===== src/hw/wh_defines.svh =====
//////////////////////////////////////////////////////////////
// wormhole injection widths
// fixed flit and packet layout shared by the whole stage
//////////////////////////////////////////////////////////////
`ifndef WH_DEFINES_SVH
`define WH_DEFINES_SVH

// one flit on the link
`define WH_FLIT_W 16

// packet fields, least significant first: cord, len, payload
`define WH_CORD_W 4
`define WH_LEN_W 3
`define WH_PAYLOAD_W 57

// full packet and its flit count
`define WH_PACKET_W (`WH_PAYLOAD_W + `WH_LEN_W + `WH_CORD_W)
`define WH_MAX_FLITS 4

// payload bits that ride in the header flit
`define WH_HDR_PAYLOAD_W (`WH_FLIT_W - `WH_LEN_W - `WH_CORD_W)

`endif


===== src/hw/wh_pkg.sv =====
//////////////////////////////////////////////////////////////
// wormhole injection types
// packet, header flit and flit word views
//////////////////////////////////////////////////////////////
`include "wh_defines.svh"

package wh_pkg;

  // whole packet as handed over by a source
  typedef struct packed {
    logic [`WH_PAYLOAD_W-1:0] payload;
    logic [`WH_LEN_W-1:0]     len;
    logic [`WH_CORD_W-1:0]    cord;
  } wh_packet_s;

  // the first flit carries cord and len in its low bits,
  // with the bottom of the payload above them
  typedef struct packed {
    logic [`WH_HDR_PAYLOAD_W-1:0] payload_lo;
    logic [`WH_LEN_W-1:0]         len;
    logic [`WH_CORD_W-1:0]        cord;
  } wh_hdr_flit_s;

  // a flit is plain data, except at a packet boundary where
  // the arbiter reads it as a header
  typedef union packed {
    logic [`WH_FLIT_W-1:0] raw;
    wh_hdr_flit_s          hdr;
  } wh_flit_u;

  typedef enum logic {
    SRC_A = 1'b0,
    SRC_B = 1'b1
  } wh_src_e;

endpackage

===== src/hw/wh_adapter_in.sv =====
//////////////////////////////////////////////////////////////
// wormhole input adapter
// takes a packet in parallel and sends len+1 flits out,
// lowest flit first
//////////////////////////////////////////////////////////////
`timescale 1ns/100ps
`include "wh_defines.svh"

module wh_adapter_in (
  input  logic               clk_i,
  input  logic               rst_n_i,

  input  wh_pkg::wh_packet_s pkt_i,
  input  logic               pkt_v_i,
  output logic               pkt_ready_o,

  output wh_pkg::wh_flit_u   flit_o,
  output logic               flit_v_o,
  input  logic               flit_ready_i
);

  import wh_pkg::*;

  localparam int idx_w = $clog2(`WH_MAX_FLITS);

  logic [`WH_PACKET_W-1:0]                  pkt_bits;
  logic [`WH_MAX_FLITS-1:0][`WH_FLIT_W-1:0] pkt_words;

  // one held packet, cut into flit words
  wh_flit_u [`WH_MAX_FLITS-1:0] flits_q;

  logic             busy_q;
  logic [idx_w-1:0] idx_q;
  logic [idx_w-1:0] last_q;

  logic pkt_xfer;
  logic flit_xfer;
  logic last_flit;

  //////////////////////////////////////////////////////////////
  // handshakes
  //////////////////////////////////////////////////////////////

  assign pkt_ready_o = ~busy_q;
  assign pkt_xfer    = pkt_v_i & pkt_ready_o;

  assign flit_v_o  = busy_q;
  assign flit_xfer = flit_v_o & flit_ready_i;

  // the flit numbered len closes the packet
  assign last_flit = (idx_q == last_q);

  //////////////////////////////////////////////////////////////
  // packet store
  //////////////////////////////////////////////////////////////

  // the packet fills the flit words exactly, cord lands in word 0
  assign pkt_bits  = pkt_i;
  assign pkt_words = pkt_bits;

  always_ff @(posedge clk_i) begin
    if (pkt_xfer) begin
      for (int i = 0; i < `WH_MAX_FLITS; i++) begin
        flits_q[i].raw <= pkt_words[i];
      end
    end
  end

  // current flit stays put until the link side takes it
  assign flit_o = flits_q[idx_q];

  //////////////////////////////////////////////////////////////
  // flit sequencing
  //////////////////////////////////////////////////////////////

  always_ff @(posedge clk_i or negedge rst_n_i) begin
    if (!rst_n_i) begin
      busy_q <= 1'b0;
      idx_q  <= '0;
      last_q <= '0;
    end else if (pkt_xfer) begin
      busy_q <= 1'b1;
      idx_q  <= '0;
      // len counts the flits after the header
      last_q <= pkt_i.len[idx_w-1:0];
    end else if (flit_xfer) begin
      if (last_flit) begin
        busy_q <= 1'b0;
      end else begin
        idx_q <= idx_q + 1'b1;
      end
    end
  end

endmodule


===== src/hw/wh_inject_top.sv =====
//////////////////////////////////////////////////////////////
// wormhole injection stage
// two packet adapters sharing one outgoing link
//////////////////////////////////////////////////////////////
`timescale 1ns/100ps

module wh_inject_top (
  input  logic               clk_i,
  input  logic               rst_n_i,

  input  wh_pkg::wh_packet_s pkt_a_i,
  input  logic               pkt_a_v_i,
  output logic               pkt_a_ready_o,

  input  wh_pkg::wh_packet_s pkt_b_i,
  input  logic               pkt_b_v_i,
  output logic               pkt_b_ready_o,

  output wh_pkg::wh_flit_u   link_data_o,
  output logic               link_v_o,
  input  logic               link_ready_i
);

  import wh_pkg::*;

  wh_flit_u flit_a;
  logic     flit_a_v;
  logic     flit_a_ready;

  wh_flit_u flit_b;
  logic     flit_b_v;
  logic     flit_b_ready;

  wh_adapter_in i_adapter_a (
    .clk_i        (clk_i),
    .rst_n_i      (rst_n_i),
    .pkt_i        (pkt_a_i),
    .pkt_v_i      (pkt_a_v_i),
    .pkt_ready_o  (pkt_a_ready_o),
    .flit_o       (flit_a),
    .flit_v_o     (flit_a_v),
    .flit_ready_i (flit_a_ready)
  );

  wh_adapter_in i_adapter_b (
    .clk_i        (clk_i),
    .rst_n_i      (rst_n_i),
    .pkt_i        (pkt_b_i),
    .pkt_v_i      (pkt_b_v_i),
    .pkt_ready_o  (pkt_b_ready_o),
    .flit_o       (flit_b),
    .flit_v_o     (flit_b_v),
    .flit_ready_i (flit_b_ready)
  );

  wh_link_arbiter i_arbiter (
    .clk_i          (clk_i),
    .rst_n_i        (rst_n_i),
    .flit_a_i       (flit_a),
    .flit_a_v_i     (flit_a_v),
    .flit_a_ready_o (flit_a_ready),
    .flit_b_i       (flit_b),
    .flit_b_v_i     (flit_b_v),
    .flit_b_ready_o (flit_b_ready),
    .link_data_o    (link_data_o),
    .link_v_o       (link_v_o),
    .link_ready_i   (link_ready_i)
  );

endmodule


===== src/hw/wh_link_arbiter.sv =====
//////////////////////////////////////////////////////////////
// wormhole link arbiter
// merges two flit streams, one whole packet at a time,
// round-robin at packet boundaries
//////////////////////////////////////////////////////////////
`timescale 1ns/100ps
`include "wh_defines.svh"

module wh_link_arbiter (
  input  logic             clk_i,
  input  logic             rst_n_i,

  input  wh_pkg::wh_flit_u flit_a_i,
  input  logic             flit_a_v_i,
  output logic             flit_a_ready_o,

  input  wh_pkg::wh_flit_u flit_b_i,
  input  logic             flit_b_v_i,
  output logic             flit_b_ready_o,

  output wh_pkg::wh_flit_u link_data_o,
  output logic             link_v_o,
  input  logic             link_ready_i
);

  import wh_pkg::*;

  // locked_q keeps grant_q fixed, body_q says the header is gone
  logic                 locked_q;
  logic                 body_q;
  wh_src_e              grant_q;
  wh_src_e              last_q;
  logic [`WH_LEN_W-1:0] remain_q;

  wh_src_e pick_src;
  wh_src_e cur_src;
  logic    xfer;

  //////////////////////////////////////////////////////////////
  // source selection
  //////////////////////////////////////////////////////////////

  always_comb begin
    if (flit_a_v_i && flit_b_v_i) begin
      pick_src = (last_q == SRC_A) ? SRC_B : SRC_A;
    end else if (flit_b_v_i) begin
      pick_src = SRC_B;
    end else begin
      pick_src = SRC_A;
    end
  end

  assign cur_src = locked_q ? grant_q : pick_src;

  // straight through to the link, no register in the path
  assign link_data_o = (cur_src == SRC_A) ? flit_a_i : flit_b_i;
  assign link_v_o    = (cur_src == SRC_A) ? flit_a_v_i : flit_b_v_i;

  assign flit_a_ready_o = (cur_src == SRC_A) & link_ready_i;
  assign flit_b_ready_o = (cur_src == SRC_B) & link_ready_i;

  assign xfer = link_v_o & link_ready_i;

  //////////////////////////////////////////////////////////////
  // packet lock
  //////////////////////////////////////////////////////////////

  always_ff @(posedge clk_i or negedge rst_n_i) begin
    if (!rst_n_i) begin
      locked_q <= 1'b0;
      body_q   <= 1'b0;
      grant_q  <= SRC_A;
      // so that port A wins the first tie
      last_q   <= SRC_B;
      remain_q <= '0;
    end else if (xfer) begin
      if (!body_q) begin
        grant_q <= cur_src;
        if (link_data_o.hdr.len == '0) begin
          // single-flit packet, the boundary comes right back
          locked_q <= 1'b0;
          last_q   <= cur_src;
        end else begin
          locked_q <= 1'b1;
          body_q   <= 1'b1;
          remain_q <= link_data_o.hdr.len;
        end
      end else if (remain_q == `WH_LEN_W'(1)) begin
        locked_q <= 1'b0;
        body_q   <= 1'b0;
        last_q   <= cur_src;
      end else begin
        remain_q <= remain_q - 1'b1;
      end
    end else if (link_v_o && !locked_q) begin
      // a stalled header keeps its source until it is taken
      locked_q <= 1'b1;
      grant_q  <= cur_src;
    end
  end

endmodule


===== config.mk =====
export PLATFORM = sky130hd
export DESIGN_NAME = wh_inject_top
export DESIGN_NICKNAME = d
export VERILOG_FILES = /design/src/hw/wh_pkg.sv /design/src/hw/wh_adapter_in.sv /design/src/hw/wh_inject_top.sv /design/src/hw/wh_link_arbiter.sv
export VERILOG_INCLUDE_DIRS = /design/src /design/src/hw
export SDC_FILE = /design/constraint.sdc
export NUM_CORES = 1
export LEC_CHECK = 0
export BUFFER_PORTS_ARGS = -buffer_cell sky130_fd_sc_hd__buf_2
export CORE_ASPECT_RATIO = 1.1
export CORE_MARGIN = 2
export CORE_UTILIZATION = 54
export DETAILED_ROUTE_END_ITERATION = 16
export GPL_TIMING_DRIVEN = 1
export PLACE_DENSITY = 0.81
export SYNTH_ARGS = -nofsm -noshare
export SYNTH_HDL_FRONTEND = slang
export SYNTH_SLANG_ARGS = --single-unit

===== constraint.sdc =====
create_clock -name clk_i -period 7.5 [get_ports clk_i]
set_clock_uncertainty 0.15 [all_clocks]
set_input_delay 0.75 -clock clk_i [delete_from_list [all_inputs] [get_ports clk_i]]
set_output_delay 0.75 -clock clk_i [all_outputs]
set_load 0.05 [all_outputs]

==> reports/metrics.cfg <==
[floorplan]
io_pins = 152
fp-row-count = 39
placeableCoreArea_um2 = 10440
initial_core_util = 0.5558
fp.dieW_um = 102.9
dieArea_um2 = 11590
die_h_um = 112.7

[route]
first_pass_iters = 4
drt_iter0_drc = 142
drc = 0
wirelength_um = 11120
antenna_left = 0
routedWlPerCell_um = 17.54
num_vias = 3347
routed_via_density = 5.279

[final_layout]
utilization = 0.6912
diodes = 0
nNetsFinal = 615
fillers = 729
syn2layout_area_growth_pct = 24.36
drive_gt1_frac = 0.4481

[setup_path]
worstReg2RegStart = i_adapter_a.idx_q[0]$_DFFE_PN0P_
cp_data_arrival_time_ns = 2.64
timing.critical_path.required_ns = 6.60
endpoint_kind = output pin
r2r-end = i_arbiter.last_q$_DFFE_PN1P_
cp-start-kind = flip-flop
cp_max_fo = 21
crit_type = flip-flop to output pin
worstRegToRegCells = 5
reg2reg_setup_slack_ns = 4.42

[clock_tree]
clk_pin_slew_ns = 0.05
cts_buffers = 17
clockBufferDepth = 2
cts_root_buf = clkbuf_16
htree_levels = 4
clk_latency_ns = 0.42
cts_resized = 0
clock_sinks = 145
cts_hold_buf = 0
cts_tree = done
postCtsSetupBuffers = 0

[sta]
finalCritPeriodShare = 0.4722
finalSetupViolCount = 0
finalSetupTns_ns = 0
period_needed_ns = 3.542
drv_slew = 0
rsz0062_at_grt = false
worstMarginPinSlew_ns = 1.118
fmax_mhz = 282.4
slew_headroom = 0.2545
finalHoldViolCount = 0

[logic_synthesis]
async_flop_share = 0.1172
ys.flop_type = edfxtp_1
synth_edf_count = 128
ys_seq_area_frac = 0.7357
yosys_warnings = 0
netlist_area_um2 = 5804
ys_seq_elements = 145
synthDistinctLibCells = 34
netlist_instances = 317
syn-num-nets = 452
synthesis.area_per_instance_um2 = 18.31

[run_status]
status = finished clean

[global_route]
grt_pass1_wl_um = 17360
use_met3 = 0.08091
gr-usage-met2 = 0.3394
met1_usage = 0.2478
grt.busiest_layer = met2
grt-ovfl-total = 0
grt_pass1_vias = 3532
grt_max_degree = 68
track_usage = 0.2116
antenna_found_initial = 0

[pwr]
power.leakage_nw = 2.848
cellPowerDensity_nw_per_um2 = 403.7
ir_drop_v = 0.0004300

[min_path]
hold_path_class = input pin to asynchronous set/reset pin

[placement]
gp_congestion = 0.8792
place_hpwl_um = 8014
port_buffers = 151

[flow_run]
max_cap_viol_count = 0

[stage by stage]
step	cell area (um^2)	power, mW	hold WS [ns]	setup WS (ns)	instances
after floorplan	5804	1.966	0.3044	2.530	317
after global placement	6734	2.226	0.3645	4.345	604
after detailed placement	6734	2.245	0.3681	4.341	604
after CTS	7218	2.945	0.1027	3.886	634
after global routing	7218	3.073	0.1272	3.779	634
final	7218	2.914	0.1033	3.958	634
[cells in the mapped netlist, drive strengths merged (5+ instances only)]
library cell    n  area share
inv             7      0.0045
mux2i           7       0.012
dfrtp          16       0.069
mux4           32        0.13
nor2            7      0.0045
buf             5      0.0054
clkbuf          7      0.0045
mux2            7       0.014
o21ai          10      0.0086
nand2          52       0.034
a21oi           7      0.0060
edfxtp        128        0.66
[cells by family (layout without fill, tap and decap cells)]
family | count (synthesis) | in the layout | synth area share
and+or+nand+nor | 73 | 73 | 0.05368
buffers and inverters | 19 | 193 | 0.01444
xor gates and xnor gates | 5 | 5 | 0.007544
DFF | 145 | 145 | 0.7357
muxes | 46 | 46 | 0.1537
AOI/OAI and AO/OA | 27 | 27 | 0.03061
adders and majority gates | 2 | 2 | 0.004311
[worst max-delay path: stages (launching register included)]
cell     delay, ns
dfrtp_1       1.08
mux4_2        0.64
mux2_2        0.29
buf_2         0.21
[placed cells by master (no fill, tap or decap), types with 5 or more instances in the layout]
master / instances
mux2i_1: 7
buf_4: 5
mux4_2: 27
edfxtp_1: 128
mux4_1: 5
a21oi_1: 7
dfrtp_1: 16
nor2_1: 7
nand2_1: 52
buf_2: 151
clkbuf_16: 17
clkinv_2: 5
inv_1: 7
mux2_2: 6
o21ai_0: 9
[layout make-up]
class / instances / area, um^2 / area share
repair buffers: 156 / 793.3 / 0.1099
well taps: 143 / 178.9 / 0.02479
multi-input cells: 153 / 1465 / 0.2030
flip-flops and latches: 145 / 4270 / 0.5916
clock buffers: 20 / 436.7 / 0.06050
clock inverters: 10 / 47.55 / 0.006587
inverters: 7 / 26.28 / 0.003640
[sequential cells by signal, indices dropped and copies added, names as in the netlist, 2 cells and up]
register,count
i_adapter_a.flits_q,64
i_adapter_a.idx_q,2
i_adapter_a.last_q,2
i_adapter_b.flits_q,64
i_adapter_b.idx_q,2
i_adapter_b.last_q,2
i_arbiter.remain_q,3
[power by group]
part / leakage, nW / internal [mW] / switching (mW) / total [mW]
Sequential: 1.35 / 1.03 / 0.119 / 1.15
Clock: 0.239 / 0.409 / 0.286 / 0.695
Combinational: 1.26 / 0.407 / 0.667 / 1.07
Total: 2.85 / 1.84 / 1.07 / 2.91
[worst max path at each step]
stage	startpoint	endpoint	slack [ns]	depth (start not counted)
floorplan	pkt_a_v_i	i_adapter_a.idx_q[1]$_DFFE_PN0P_	2.53	5
global placement	i_adapter_a.idx_q[0]$_DFFE_PN0P_	link_data_o[5]	4.34	3
detailed placement	i_adapter_a.idx_q[0]$_DFFE_PN0P_	link_data_o[5]	4.34	3
CTS	i_adapter_a.idx_q[0]$_DFFE_PN0P_	link_data_o[5]	3.89	3
global route	i_adapter_a.idx_q[0]$_DFFE_PN0P_	link_data_o[5]	3.78	3
finish	i_adapter_a.idx_q[0]$_DFFE_PN0P_	link_data_o[5]	3.96	3
[metal layers]
layer,vias to the layer above,share of wire
met3,27,0.084
li1,1568,-
met2,152,0.52
met1,1600,0.37
met4,0,0.032
met5,-,0
(Power assumes the default switching activity.)
